### config.mk
export PLATFORM = sky130hd
export DESIGN_NAME = figaro
export DESIGN_NICKNAME = d
export VERILOG_FILES = /design/src/hw/figaro_core_pkg.sv /design/src/hw/figaro_bus_pkg.sv /design/src/hw/figaro.sv /design/src/hw/figaro_collector.sv /design/src/hw/figaro_sampler.sv /design/src/hw/figaro_api.sv
export VERILOG_INCLUDE_DIRS = /design/src /design/src/hw
export SDC_FILE = /design/constraint.sdc
export NUM_CORES = 1
export LEC_CHECK = 0
export BUFFER_PORTS_ARGS = -buffer_cell sky130_fd_sc_hd__buf_2
export CELL_PAD_IN_SITES_DETAIL_PLACEMENT = 0
export CELL_PAD_IN_SITES_GLOBAL_PLACEMENT = 1
export CORE_ASPECT_RATIO = 2
export CORE_MARGIN = 8
export CORE_UTILIZATION = 49
export DETAILED_ROUTE_END_ITERATION = 10
export PLACE_DENSITY = 0.85
export SLEW_MARGIN = 20
export SYNTH_ARGS = -nofsm -noshare
export SYNTH_HDL_FRONTEND = slang
export SYNTH_SLANG_ARGS = --single-unit
export TNS_END_PERCENT = 100
### constraint.sdc
create_clock -name clk -period 5.7 [get_ports clk]
set_input_delay 0.855 -clock clk [delete_from_list [all_inputs] [get_ports clk]]
set_output_delay 0.855 -clock clk [all_outputs]
set_load 0.03 [all_outputs]
### src/hw/figaro_config.svh
// --------------------
// Figaro register map and sizing
// --------------------

`ifndef FIGARO_CONFIG_SVH
`define FIGARO_CONFIG_SVH

// --------------------
// Register addresses
// --------------------
`define FIGARO_ADDR_STATUS      8'h09
`define FIGARO_ADDR_SAMPLE_RATE 8'h10
`define FIGARO_ADDR_ENTROPY     8'h20

// Ready flag position in status word
`define FIGARO_STATUS_READY_BIT 0

// --------------------
// Core sizing
// --------------------
// Cycles per sample after reset
`define FIGARO_DEFAULT_SAMPLE_RATE 16
// Samples packed into one entropy word
`define FIGARO_WORD_BITS 32

`endif
### src/hw/figaro_core_pkg.sv
// --------------------
// Figaro entropy core types
// --------------------

`include "figaro_config.svh"

package figaro_core_pkg;

  // --------------------
  // Sampler
  // --------------------
  // Clock cycles per sample, low 24 bits of write data
  typedef logic [23:0] sample_rate_t;

  // --------------------
  // Collector
  // --------------------
  // One packed entropy word
  typedef logic [`FIGARO_WORD_BITS-1:0] entropy_t;

  // Samples gathered so far, wide enough for a full word
  typedef logic [5:0] bit_count_t;

  // Collector FSM
  typedef enum logic {
    COLLECT,
    FULL
  } collect_state_t;

endpackage

### src/hw/figaro_bus_pkg.sv
// --------------------
// Figaro register bus types
// --------------------

package figaro_bus_pkg;

  // --------------------
  // Address side
  // --------------------
  // Byte-wide register address
  typedef logic [7:0] addr_t;

  // --------------------
  // Data side
  // --------------------
  // Read and write data word
  typedef logic [31:0] data_t;

  // Both bus directions use data_t
  // Status and entropy words are widened to it

endpackage

### src/hw/figaro.sv
// --------------------
// Figaro entropy source top
// --------------------

module figaro (
  input  logic                  clk,
  input  logic                  arst_n,
  input  logic                  cs,
  input  logic                  we,
  input  figaro_bus_pkg::addr_t address,
  input  figaro_bus_pkg::data_t write_data,
  output figaro_bus_pkg::data_t read_data,
  output logic                  ready,
  input  logic                  noise
);

  // Decode to sampler
  logic                          set_sample_rate;
  figaro_core_pkg::sample_rate_t sample_rate;
  // Sampler to collector
  logic                          sample_strobe;
  logic                          sample_bit;
  // Collector and decode
  figaro_core_pkg::entropy_t     entropy;
  logic                          entropy_ready;
  logic                          read_entropy;

  // --------------------
  // Register front end
  // --------------------
  figaro_api api_i (
    .cs              (cs),
    .we              (we),
    .address         (address),
    .write_data      (write_data),
    .entropy         (entropy),
    .entropy_ready   (entropy_ready),
    .set_sample_rate (set_sample_rate),
    .sample_rate     (sample_rate),
    .read_entropy    (read_entropy),
    .read_data       (read_data),
    .ready           (ready)
  );

  // --------------------
  // Core
  // --------------------
  figaro_sampler sampler_i (
    .clk             (clk),
    .arst_n          (arst_n),
    .set_sample_rate (set_sample_rate),
    .sample_rate     (sample_rate),
    .noise           (noise),
    .sample_strobe   (sample_strobe),
    .sample_bit      (sample_bit)
  );

  figaro_collector collector_i (
    .clk           (clk),
    .arst_n        (arst_n),
    .sample_strobe (sample_strobe),
    .sample_bit    (sample_bit),
    .read_entropy  (read_entropy),
    .entropy       (entropy),
    .entropy_ready (entropy_ready)
  );

endmodule

### src/hw/figaro_collector.sv
// --------------------
// Figaro word collector
// Packs sampled bits into words, holds each until read
// --------------------

`include "figaro_config.svh"

module figaro_collector (
  input  logic                       clk,
  input  logic                       arst_n,
  input  logic                       sample_strobe,
  input  logic                       sample_bit,
  input  logic                       read_entropy,
  output figaro_core_pkg::entropy_t  entropy,
  output logic                       entropy_ready
);

  figaro_core_pkg::collect_state_t state;
  // Samples in the word being built
  figaro_core_pkg::bit_count_t     bit_count;
  // Word under construction
  figaro_core_pkg::entropy_t       shift_reg;
  figaro_core_pkg::entropy_t       shift_next;
  // Accept a sample this cycle
  logic                            shift_en;
  // This sample completes the word
  logic                            word_done;

  // --------------------
  // Datapath
  // --------------------
  // New bit enters at the LSB
  assign shift_next = {shift_reg[`FIGARO_WORD_BITS-2:0], sample_bit};

  // Strobes in FULL are dropped so an unread word survives
  assign shift_en  = sample_strobe && (state == figaro_core_pkg::COLLECT) && !read_entropy;
  assign word_done =
    shift_en && (bit_count == figaro_core_pkg::bit_count_t'(`FIGARO_WORD_BITS - 1));

  always_ff @(posedge clk) begin
    if (shift_en) begin
      shift_reg <= shift_next;
    end
  end

  // --------------------
  // Control FSM
  // --------------------
  always_ff @(posedge clk or negedge arst_n) begin
    if (!arst_n) begin
      state         <= figaro_core_pkg::COLLECT;
      bit_count     <= '0;
      entropy       <= '0;
      entropy_ready <= 1'b0;
    end else if (read_entropy) begin
      // Word consumed, start over
      state         <= figaro_core_pkg::COLLECT;
      bit_count     <= '0;
      entropy_ready <= 1'b0;
    end else if (word_done) begin
      entropy       <= shift_next;
      entropy_ready <= 1'b1;
      state         <= figaro_core_pkg::FULL;
      bit_count     <= '0;
    end else if (shift_en) begin
      bit_count <= bit_count + 1'b1;
    end
  end

endmodule

### src/hw/figaro_sampler.sv
// --------------------
// Figaro noise sampler
// Folds the noise bit into parity and emits one bit per interval
// --------------------

`include "figaro_config.svh"

module figaro_sampler (
  input  logic                          clk,
  input  logic                          arst_n,
  input  logic                          set_sample_rate,
  input  figaro_core_pkg::sample_rate_t sample_rate,
  input  logic                          noise,
  output logic                          sample_strobe,
  output logic                          sample_bit
);

  // Interval length in cycles
  figaro_core_pkg::sample_rate_t rate_reg;
  // Cycles left in the current interval, minus one
  figaro_core_pkg::sample_rate_t count;
  // Running parity of noise in this interval
  logic                          parity;
  // Parity including the current cycle's noise
  logic                          parity_next;

  // --------------------
  // Strobe and sample
  // --------------------
  assign parity_next   = parity ^ noise;
  // Last cycle of the interval
  assign sample_strobe = (count == '0);
  assign sample_bit    = parity_next;

  // --------------------
  // Rate, counter, parity
  // --------------------
  always_ff @(posedge clk or negedge arst_n) begin
    if (!arst_n) begin
      rate_reg <= figaro_core_pkg::sample_rate_t'(`FIGARO_DEFAULT_SAMPLE_RATE);
      count    <= figaro_core_pkg::sample_rate_t'(`FIGARO_DEFAULT_SAMPLE_RATE - 1);
      parity   <= 1'b0;
    end else if (set_sample_rate) begin
      // New rate restarts the interval
      rate_reg <= sample_rate;
      count    <= sample_rate - 1'b1;
      parity   <= 1'b0;
    end else if (sample_strobe) begin
      // Interval done, reload and start a fresh parity
      count  <= rate_reg - 1'b1;
      parity <= 1'b0;
    end else begin
      count  <= count - 1'b1;
      parity <= parity_next;
    end
  end

endmodule

### src/hw/figaro_api.sv
// --------------------
// Figaro register decode
// Turns bus accesses into core commands and read data
// --------------------

`include "figaro_config.svh"

module figaro_api (
  input  logic                         cs,
  input  logic                         we,
  input  figaro_bus_pkg::addr_t        address,
  input  figaro_bus_pkg::data_t        write_data,
  input  figaro_core_pkg::entropy_t    entropy,
  input  logic                         entropy_ready,
  output logic                         set_sample_rate,
  output figaro_core_pkg::sample_rate_t sample_rate,
  output logic                         read_entropy,
  output figaro_bus_pkg::data_t        read_data,
  output logic                         ready
);

  // Raw rate from the low bits of write data
  figaro_core_pkg::sample_rate_t rate_raw;
  // Status register contents
  figaro_bus_pkg::data_t         status_word;

  // --------------------
  // Write data path
  // --------------------
  assign rate_raw = write_data[$bits(figaro_core_pkg::sample_rate_t)-1:0];

  // Zero rate would stall the sampler, store it as one
  assign sample_rate = (rate_raw == '0) ? figaro_core_pkg::sample_rate_t'(1) : rate_raw;

  // No wait states, ready simply follows cs
  assign ready = cs;

  always_comb begin
    status_word = '0;
    status_word[`FIGARO_STATUS_READY_BIT] = entropy_ready;
  end

  // --------------------
  // Command decode
  // --------------------
  always_comb begin
    set_sample_rate = 1'b0;
    read_entropy    = 1'b0;
    read_data       = '0;

    if (cs) begin
      if (we) begin
        // Only the rate register is writable
        if (address == `FIGARO_ADDR_SAMPLE_RATE) begin
          set_sample_rate = 1'b1;
        end
      end else begin
        if (address == `FIGARO_ADDR_STATUS) begin
          read_data = status_word;
        end else if (address == `FIGARO_ADDR_ENTROPY) begin
          // Reading the word consumes it
          read_data    = figaro_bus_pkg::data_t'(entropy);
          read_entropy = 1'b1;
        end
      end
    end
  end

endmodule

-- Word-level counts from Yosys, hierarchy flattened
Index checks and enable logic that the tools add are counted.
- add/subtract/negate cells: 4
- equality and inequality tests: 4
- multiplexer cells: 21
- bitwise logic cells: 3
- reduce and logical (&&, ||, !) cells: 9
- operator list (cell ; number):
    two-way mux 32 bit ; 4
    two-way mux 24 bit ; 3
    subtractor 24 x 1 -> 24 bit, second input constant ; 3
    logical NOT 24 bit ; 2
    two-way mux 6 bit ; 3
    two-way mux 1 bit ; 11
    equality test 8 x 4 -> 1 bit, second input constant ; 1
    equality test 8 x 5 -> 1 bit, second input constant ; 1
    equality test 8 x 6 -> 1 bit, second input constant ; 1
    adder 6 x 1 -> 6 bit, second input constant ; 1
    equality test 6 x 5 -> 1 bit, second input constant ; 1
    logical AND 1 bit ; 3
    nonzero test 3 bit ; 1
    NOT 1 bit ; 2
    AND reduction 2 bit ; 1
    nonzero test 2 bit ; 1
    logical NOT 1 bit ; 1
    bitwise XOR 1 bit ; 1
- register bits after elaboration: 119
- input bits: 45
- output and inout port bits: 33
- logic and storage cells: 48

-- Logic depth before layout (Yosys ltp)
Gate-level depths: netlist (run 1).
- word-level depth: 10
- gate-level depth with buffers: 11
- gate-level depth less buffers: 9

-- Cells and area by module
From an unflattened synthesis (run 1), not the netlist that was laid out.
- cell total of the unflattened synthesis: 498
- area, all modules: 5846.9 µm²
- modules (own cells, without submodules) (module ; instances ; cells an instance ; area each (µm²) ; sequential area each (µm²)):
    figaro_sampler ; 1 ; 288 ; 2882.8 ; 1232.4
    figaro_collector ; 1 ; 134 ; 2499.9 ; 1906.8
    figaro_api ; 1 ; 76 ; 464.2 ; 0.0

-- Worst setup path before layout (run 1)
OpenSTA, ideal clock, no wires.
- kind: input to output
- start: input address[1]
- end: output read_data[0]
- data arrival time: 2.790 ns
- data required time: 4.845 ns
- path slack: 2.055 ns
- stages on the path: 3
- buffers on the path: 0
- cell sequence: nor4_4 -> nand2_1 -> a2111oi_0
- word-level cells in the longest chain between the ends: 5
- elaborated cells on any way between the ends: 6
- RTL lines (element ; line ; text):
    start, declared ; figaro.sv:10 ; input figaro_bus_pkg::addr_t address,
    equality test 8 x 6 -> 1 bit (no source line) ; -- ;
    two-way mux 32 bit ; figaro_api.sv:60 ; end else if (address == `FIGARO_ADDR_ENTROPY) begin
    two-way mux 32 bit (*) ; figaro_api.sv:58 ; if (address == `FIGARO_ADDR_STATUS) begin
    two-way mux 32 bit (*) ; figaro_api.sv:52 ; if (we) begin
    two-way mux 32 bit (*) ; figaro_api.sv:51 ; if (cs) begin
    end, declared ; figaro.sv:12 ; output figaro_bus_pkg::data_t read_data,
Every way passes the cells marked *; elsewhere a longest branch is shown, timed or not.

-- Worst setup path in the final report (run 1)
- start: register sampler_i.count[10]
- end: register collector_i.entropy[15]
- word-level cells in the longest chain between the ends: 5
- RTL lines (element ; line ; text):
    start, declared ; figaro_sampler.sv:21 ; figaro_core_pkg::sample_rate_t count;
    start signal, assigned ; figaro_sampler.sv:41 ; count <= figaro_core_pkg::sample_rate_t'(`FIGARO_DEFAULT_SAMPLE_RATE - 1);
    start signal, assigned ; figaro_sampler.sv:46 ; count <= sample_rate - 1'b1;
    start signal, assigned ; figaro_sampler.sv:50 ; count <= rate_reg - 1'b1;
    logical NOT 24 bit ; figaro_sampler.sv:32 ; assign sample_strobe = (count == '0);
    logical AND 1 bit (2 in a row) ; figaro_collector.sv:36 ; assign shift_en = sample_strobe && (state == figaro_core_pkg::COLLECT) && !read_entropy;
    net collector_i.shift_en ; figaro_collector.sv:25 ; logic shift_en;
    logical AND 1 bit ; figaro_collector.sv:38 ; shift_en && (bit_count == figaro_core_pkg::bit_count_t'(`FIGARO_WORD_BITS - 1));
    AND reduction 2 bit (no source line) ; -- ;
    end signal, assigned ; figaro_collector.sv:61 ; entropy <= shift_next;
    end, declared ; figaro_collector.sv:14 ; output figaro_core_pkg::entropy_t entropy,
The timed path passes the listed nets, and every way through them passes these cells.
A chain may end at the register's enable or synchronous reset.

==> flow_summary_export.csv, run 1 <==
group,metric,value,unit
routing,first_iter_violations,219,
placed_design,dp_slack,1.420,ns
routing,route.met3.wl,537,um
layout,layout.nets,580,
worst_hold_path,hp-class,"in2async",
placed_design,port_buffers,69,
routing,wl_per_cell,15.75,um
timing,timing.final.crit_share,68.94,%
run_status,status,"finished, final reports clean",
timing,worstMarginPinSlew,0.7677,ns
synth,ys_async_sr_fraction,73.95,%
clock_network,cts_max_path_buffers,2,
routing,vias,3608,
clock_network,cts_buffers,17,
synth,synthCells,460,
critical_path,regToRegSetupSlack,1.77,ns
clock_network,htreeDepth,4,
critical_path,regToRegStartpoint,"sampler_i.count[10]",
timing,min_period,3.929,ns
clock_network,post_cts_buffers,0,
placed_design,dpl_cell_area,5798,um^2
timing,fin_skew,0.01025,ns
synth,yosysMostFrequentCell,"nand2_1",
floorplan,row_count,54,
layout,diodes,0,
layout,area_growth_syn_to_layout,19.81,%
grt,grt_pass1_wl,18590,um
clock_network,cts-resized-gates,0,
power,peakVddDrop,0.2281,mV
critical_path,regToRegEndpoint,"collector_i.entropy[15]",
layout,final_cells,686,
grt,grt_pass1_vias,3746,
floorplan,initial_core_util,49.67,%
synth,synth_edf_count,31,
layout,fin_area,6394,um^2
layout,drive_gt1_share,26.56,%
floorplan,io_pins,78,
synth,syn_area_per_cell,11.60,um^2
synth,synth_nets,507,
synth,synth_top_cell_area_share,38.92,%
placed_design,dp_hpwl,7214,um
synth,synth_top_area_cell,"dfrtp_1",
timing,slew-limit-headroom,48.76,%
grt,gr-total-overflow,0,
critical_path,endpoint_kind,"flip-flop",
critical_path,critPathArrivalTime,4.22,ns
critical_path,cp-start-kind,"flip-flop",
placed_design,placed_cells,654,
clock_network,cts.clk_slew.worst_paths,0.06,ns
power,finalPower,2.152,mW
placed_design,place_congestion,0.7927,
grt,grt_usage,15.87,%
routing,route.detailed.drc,0,
grt,grt_max_degree,78,
synth,yosys_warnings,0,
timing,finalWorstSetupSlack,1.771,ns
clock_network,cts_num_sinks,119,
timing,rsz0062_at_grt,"no",
timing,finalHoldViolations,0,
grt,antenna_found_initial,0,
routing,wl_met2,5165,um
critical_path,crit_required,6.00,ns
timing,drv_slew,0,
routing,wirelength,10810,um
synth,synthTopCellsByCount,"nand2_1, dfrtp_1, and2_1",
timing,tns,0,ns
synth,netlist_top_cells_area,"dfrtp_1, edfxtp_1, nand2_1",
routing,vias_per_cell,5.259,
synth,ys_ff_latch,119,
timing,setup_violations,0,
clock_network,clkLatencyLatePin,0.41,ns
floorplan,die_area,14690,um^2
routing,ant_nets,0,
layout,largest_reg_flops,32,
timing,timing.fmax,254.5,MHz
clock_network,clockRootBuffer,"clkbuf_16",
power,p_leak,2.998,nW
critical_path,crit_start,"sampler_i.count[10]",
clock_network,cts_hold_buffers,0,
floorplan,core,10740,um^2
floorplan,die_height,163.6,um
critical_path,crit_fanout,36,
synth,ys_types,57,
routing,drt-met1-wl,4965,um
routing,first_pass_iters,4,
floorplan,die-width,89.79,um
synth,ys_seq_area_share,58.83,%
synth,ys.flop_type,"dfrtp_1",
critical_path,worstSetupPathType,"reg2reg",
synth,syn-cell-area,5336,um^2
flow_run,drv_cap,0,
power,power_density,336.6,nW/um^2
routing,top_layer,"met4",
clock_network,cts_tree,"built",
critical_path,reg2reg_depth,9,
cell usage in the layout, fill, tap and decap left out, types with 3 or more instances in the layout:
| cell | count |
|---|---|
| dfstp_2 | 5 |
| nand3_1 | 9 |
| nor2_1 | 16 |
| clkinvlp_4 | 4 |
| dfrtp_1 | 83 |
| inv_6 | 6 |
| a21oi_1 | 17 |
| nor3_1 | 9 |
| nor4_1 | 14 |
| buf_4 | 6 |
| o21a_1 | 4 |
| inv_1 | 6 |
| o21ai_0 | 13 |
| and2_1 | 32 |
| a211o_1 | 3 |
| or4_1 | 4 |
| xor2_1 | 15 |
| mux2_2 | 19 |
| nor4_2 | 3 |
| nand2_1 | 87 |
| xnor2_1 | 11 |
| o211ai_1 | 9 |
| mux2_1 | 13 |
| edfxtp_1 | 31 |
| clkbuf_16 | 17 |
| buf_2 | 68 |
critical path: stages (launching register included):
cell	delay (ns)
dfrtp_1	0.40
or4_1	0.58
nor3_4	0.22
nand2_2	0.24
nor3_4	0.21
buf_4	0.43
nand4_2	0.22
nor3b_4	0.68
buf_4	0.44
mux2_2	0.38
area by class of cell:
cell class / count / area (um^2)
clock buffer: 18 / 429.2
clock inverter: 14 / 162.7
fill: 903 / 4349
inverter: 6 / 22.52
multi-input combinational: 314 / 2068
sequential: 119 / 3139
tap: 140 / 175.2
timing repair buffer: 75 / 396.6
worst max path at each step:
stage                                    endpoint  slack [ns]  cells past startpoint
after floorplan                      read_data[0]        2.05                      3
after global placement        sampler_i.count[19]        1.51                     10
after detailed placement      sampler_i.count[19]        1.42                     10
after CTS                 collector_i.entropy[15]        1.69                      9
after global routing      collector_i.entropy[17]        1.52                      9
final                     collector_i.entropy[15]        1.77                      9
through the flow:
step           hold WS, ns  util, %
2_1_floorplan       0.4204        -
3_3_place_gp        0.4264    53.97
3_5_place_dp        0.4332    53.97
4_1_cts             0.2611    59.48
5_1_grt             0.2624    59.52
6_report            0.2801    59.52
routing by layer:
metal	vias up	track usage (%)
li1	1764	-
met1	1748	20.11
met2	87	24.21
met3	9	5.798
met4	0	5.896
met5	-	0
report_power, final:
| part | switching, mW | internal (mW) |
|---|---|---|
| Clock | 0.406 | 0.654 |
| Combinational | 0.0794 | 0.0650 |
| Sequential | 0.0293 | 0.918 |
kinds of logic (layout without fill, tap and decap cells):
group | Yosys count | after routing | synth area share [%]
flops | 119 | 119 | 58.83
fa+ha+maj | 2 | 2 | 0.4689
xor+xnor | 26 | 26 | 4.267
mux | 34 | 34 | 7.128
simple gates | 196 | 196 | 20.00
buf+inv | 27 | 113 | 2.649
compound gates | 56 | 56 | 6.659
No activity file was read; power rests on OpenSTA's default activity.
==> inputs of run 2 (changes only) <==
CORE_UTILIZATION = 45   (was 49)
PLACE_DENSITY = 0.79   (was 0.85)
clock period = 4.1 ns   (was 5.7 ns; I/O delays follow)
==> flow_summary_export.csv, run 2 (synthesis gave the netlist of run 1 again) <==
group,metric,value,unit
routing,vias,3718,
placed_design,port_buffers,69,
timing,worstMarginPinSlew,0.7811,ns
routing,vias_per_cell,5.334,
layout,drive_gt1_share,26.45,%
power,finalPower,3.027,mW
clock_network,cts_hold_buffers,0,
layout,regArea,3139,um^2
timing,min_period,3.258,ns
grt,grt_usage,15.96,%
clock_network,clkLatencyLatePin,0.41,ns
run_status,status,"finished, final reports clean",
floorplan,die-width,93,um
routing,ant_nets,0,
clock_network,cts_buffers,17,
floorplan,initial_core_util,45.88,%
timing,fin_hold_ws,0.2946,ns
clock_network,cts_tree,"built",
grt,grt_pass1_vias,4027,
timing,drv_slew,0,
layout,fin_util,55.41,%
worst_hold_path,hp-class,"in2async",
placed_design,dp_hpwl,8450,um
layout,area_growth_syn_to_layout,20.77,%
clock_network,cts.clk_slew.worst_paths,0.05,ns
layout,most-common-layout-cells,"nand2_1, dfrtp_1, buf_2, and2_1, edfxtp_1",
grt,gr-total-overflow,0,
placed_design,dpl_cell_area,5849,um^2
routing,first_iter_violations,128,
routing,first_pass_iters,4,
critical_path,worstSetupPathType,"reg2reg",
floorplan,row_count,56,
layout,diodes,0,
grt,grt_max_degree,61,
clock_network,cts_num_sinks,119,
layout,multi_input_area,2068,um^2
timing,timing.final.crit_share,79.47,%
flow_run,drv_cap,0,
clock_network,clockRootBuffer,"clkbuf_16",
timing,setup_violations,0,
layout,fin_area,6445,um^2
floorplan,die_area,15810,um^2
layout,largest_reg_flops,32,
power,power_density,469.6,nW/um^2
timing,finalHoldViolations,0,
critical_path,endpoint_kind,"flip-flop",
critical_path,cp-start-kind,"flip-flop",
power,peakVddDrop,0.2906,mV
timing,tns,0,ns
layout,fill_cells,1015,
clock_network,cts_max_path_buffers,2,
critical_path,crit_fanout,31,
critical_path,crit_required,4.38,ns
power,p_leak,3.038,nW
clock_network,post_cts_buffers,0,
clock_network,htreeDepth,4,
layout,final_common_cell,"nand2_1",
routing,wirelength,11710,um
placed_design,place_congestion,0.8704,
floorplan,io_pins,78,
timing,fin_skew,0.01148,ns
grt,grt_pass1_wl,19700,um
timing,rsz0062_at_grt,"no",
routing,wl_per_cell,16.80,um
floorplan,die_height,170,um
grt,antenna_found_initial,0,
floorplan,core,11630,um^2
clock_network,cts-resized-gates,0,
routing,route.detailed.drc,0,
critical_path,critPathArrivalTime,3.54,ns
layout,layout.nets,586,
timing,timing.fmax,306.9,MHz
timing,slew-limit-headroom,47.93,%
[run 2: layout make-up]
type                       instances  area share [%]
clock buffer                      20           6.775
clock inverter                    12           2.466
inverter                           6          0.3494
multi-input combinational        314           32.09
sequential                       119           48.71
tap                              145           2.815
timing repair buffer              81           6.795
[run 2: critical path, stage by stage, from the launching register on]
cell	delay [ns]
dfrtp_1	0.38
nor4_1	0.56
and3_1	0.31
nand2_2	0.22
nor3_4	0.25
nand4_2	0.18
nor3b_4	0.37
buf_4	0.45
mux2_2	0.39
[run 2: layer usage]
layer	vias to the layer above	GRT usage (%)	wire length, um
met5	-	0	0
met4	0	7.486	218
met3	17	4.722	534
met2	88	28.70	6530
met1	1832	16.32	4427
li1	1781	-	-
[run 2: path summary, 6_finish.rpt]
kind / start / end / slack (ns) / cells after the start
min in group clk: write_data[21] / sampler_i.rate_reg[21] / 0.43 / 3
max in group asynchronous: arst_n / collector_i.entropy[23] / 2.89 / 2
hold / removal: arst_n / collector_i.entropy[27] / 0.29 / 1
hold reg to reg: collector_i.shift_reg[13] / collector_i.shift_reg[14] / 0.44 / 0
setup reg to reg: sampler_i.count[21] / collector_i.entropy[2] / 0.84 / 8
setup / recovery: sampler_i.count[21] / collector_i.entropy[2] / 0.84 / 8
[run 2: per-stage QoR]
step / instances / setup slack, ns
6_report: 697 / 0.8418
5_1_grt: 697 / 0.6612
4_1_cts: 697 / 0.8426
3_5_place_dp: 665 / 0.6039
3_3_place_gp: 665 / 0.6730
2_1_floorplan: 460 / 0.5942
[run 2: power breakdown]
group          switching, mW  internal, mW  leakage (nW)
logic                  0.117        0.0918          1.30
clock network          0.493          1.00         0.290
registers             0.0421          1.28          1.44
==> inputs of run 3 (changes only) <==
CORE_UTILIZATION = 41   (was 45)
PLACE_DENSITY = 0.76   (was 0.79)
clock period = 2.7 ns   (was 4.1 ns; I/O delays follow)
==> flow_summary_export.csv, run 3 (synthesis gave the netlist of run 1 again) <==
group,metric,value,unit
run_status,status,"finished, violations left",
run_status,violations,"setup timing",
clock_network,clockRootBuffer,"clkbuf_16",
critical_path,crit_fanout,8,
floorplan,io_pins,78,
floorplan,die_area,17140,um^2
critical_path,critPathArrivalTime,3.01,ns
timing,finalHoldViolations,0,
grt,grt_pass1_wl,19730,um
critical_path,endpoint_kind,"flip-flop",
routing,wirelength,11800,um
layout,fin_area,7052,um^2
clock_network,clkLatencyLatePin,0.41,ns
routing,first_iter_violations,161,
timing,drv_slew,0,
clock_network,cts_max_path_buffers,2,
clock_network,cts_buffers,17,
critical_path,cp-start-kind,"flip-flop",
timing,rsz0062_at_grt,"yes",
power,power_density,672.2,nW/um^2
clock_network,cts_tree,"built",
grt,grt_max_degree,56,
placed_design,dp_slack,-0.2234,ns
routing,wl_per_cell,15.71,um
grt,grt_usage,14.07,%
critical_path,worstSetupPathType,"reg2reg",
layout,final_common_cell,"nand2_1",
timing,slew-limit-headroom,69.48,%
floorplan,die_height,177.3,um
layout,diodes,0,
timing,fin_skew,0.007480,ns
placed_design,dp_hpwl,8186,um
floorplan,core,12840,um^2
routing,ant_nets,0,
routing,vias_per_cell,5.021,
layout,layout.nets,633,
layout,area_growth_syn_to_layout,32.15,%
timing,timing.final.crit_share,100.5,%
routing,route.detailed.drc,0,
routing,first_pass_iters,4,
timing,finalWorstSetupSlack,-0.01472,ns
worst_hold_path,hp-class,"in2reg",
timing,min_period,2.715,ns
layout,most-common-layout-cells,"nand2_1, dfrtp_1, buf_2, buf_4, and2_1",
layout,drive_gt1_share,36.73,%
layout,largest_reg_flops,32,
power,p_leak,3.332,nW
floorplan,die-width,96.67,um
grt,grt_pass1_vias,3980,
placed_design,port_buffers,69,
timing,setup_violations,9,
power,peakVddDrop,0.5378,mV
grt,antenna_found_initial,0,
clock_network,cts_num_sinks,119,
timing,fin_hold_ws,0.2207,ns
placed_design,place_congestion,0.7875,
timing,timing.fmax,368.4,MHz
critical_path,crit_required,3.00,ns
clock_network,htreeDepth,4,
timing,worstMarginPinSlew,0.4579,ns
placed_design,dpl_cell_area,6225,um^2
routing,vias,3771,
flow_run,drv_cap,0,
floorplan,row_count,59,
floorplan,initial_core_util,41.54,%
grt,gr-total-overflow,0,
clock_network,cts.clk_slew.worst_paths,0.06,ns
[run 3: cell count changes in the layout (fill, tap and decap cells not counted), moves of 4 or more]
cell,change
buf_4,+40
clkinv_2,-4
clkinv_4,+4
inv_6,+4
mux2_1,-10
mux2_2,-11
mux2_4,+21
nor3_1,-4
nor3_2,+4
[run 3: critical path, cell delays in order, from the launching register on]
cell,delay (ns)
dfrtp_1,0.39
or4_4,0.55
nor3_4,0.26
nand2_4,0.11
nor3_4,0.16
nand4_2,0.16
nor3b_4,0.41
clkbuf_16,0.25
mux2_2,0.33
[run 3: what timing repair did]
action                                  in CTS  in global routing
hold buffers                                 1                  0
cloned                                       0                  2
pin swaps                                    0                  9
endpoints found under the setup margin      19                 42
gates resized for setup                      3                 29
endpoints found under the hold margin       33                  0
buffers inserted                             0                  6
[run 3: report_power, final]
group	switching (mW)	internal [mW]	total (mW)
Sequential	0.0598	1.94	2.00
Combinational	0.185	0.186	0.370
Clock	0.866	1.51	2.37
[run 3: final timing paths]
path / from / end / slack, ns / cells after the start
worst max-delay path: sampler_i.count[6] / collector_i.entropy[9] / -0.01 / 8
worst max register to register: sampler_i.count[6] / collector_i.entropy[9] / -0.01 / 8
max in group asynchronous: arst_n / sampler_i.count[2] / 1.50 / 3
worst min register to register: collector_i.shift_reg[11] / collector_i.shift_reg[12] / 0.45 / 0
worst min-delay path: write_data[4] / sampler_i.rate_reg[4] / 0.22 / 3
min in group asynchronous: arst_n / collector_i.entropy[17] / 0.50 / 2
[run 3: area by class of cell]
type / count / area [um^2]
Fill cell: 1140 / 5793
Tap cell: 152 / 190.2
Multi-Input combinational cell: 314 / 2215
Timing Repair Buffer: 128 / 855.8
Clock buffer: 18 / 439.2
Clock inverter: 14 / 190.2
Inverter: 6 / 22.52
Sequential cell: 119 / 3139
[run 3: per-layer routing]
| layer | share of wire [%] | vias up | track usage (%) | wire (um) |
|---|---|---|---|---|
| li1 | - | 1870 | - | - |
| met1 | 47 | 1827 | 17.66 | 5549 |
| met2 | 48 | 63 | 22.49 | 5719 |
| met3 | 3.2 | 11 | 3.743 | 375 |
| met4 | 1.3 | 0 | 5.552 | 154 |
| met5 | 0 | - | 0 | 0 |
[run 3: per-stage QoR]
step | power [mW] | setup TNS [ns] | util (%) | instances
2_1_floorplan | 2.219 | -25.99 | - | 460
3_3_place_gp | 2.366 | -1.011 | 48.46 | 711
3_5_place_dp | 2.375 | -1.456 | 48.46 | 711
4_1_cts | 4.758 | -0.03805 | 53.54 | 744
5_1_grt | 4.915 | -2.103 | 54.90 | 751
6_report | 4.740 | -0.04918 | 54.90 | 751
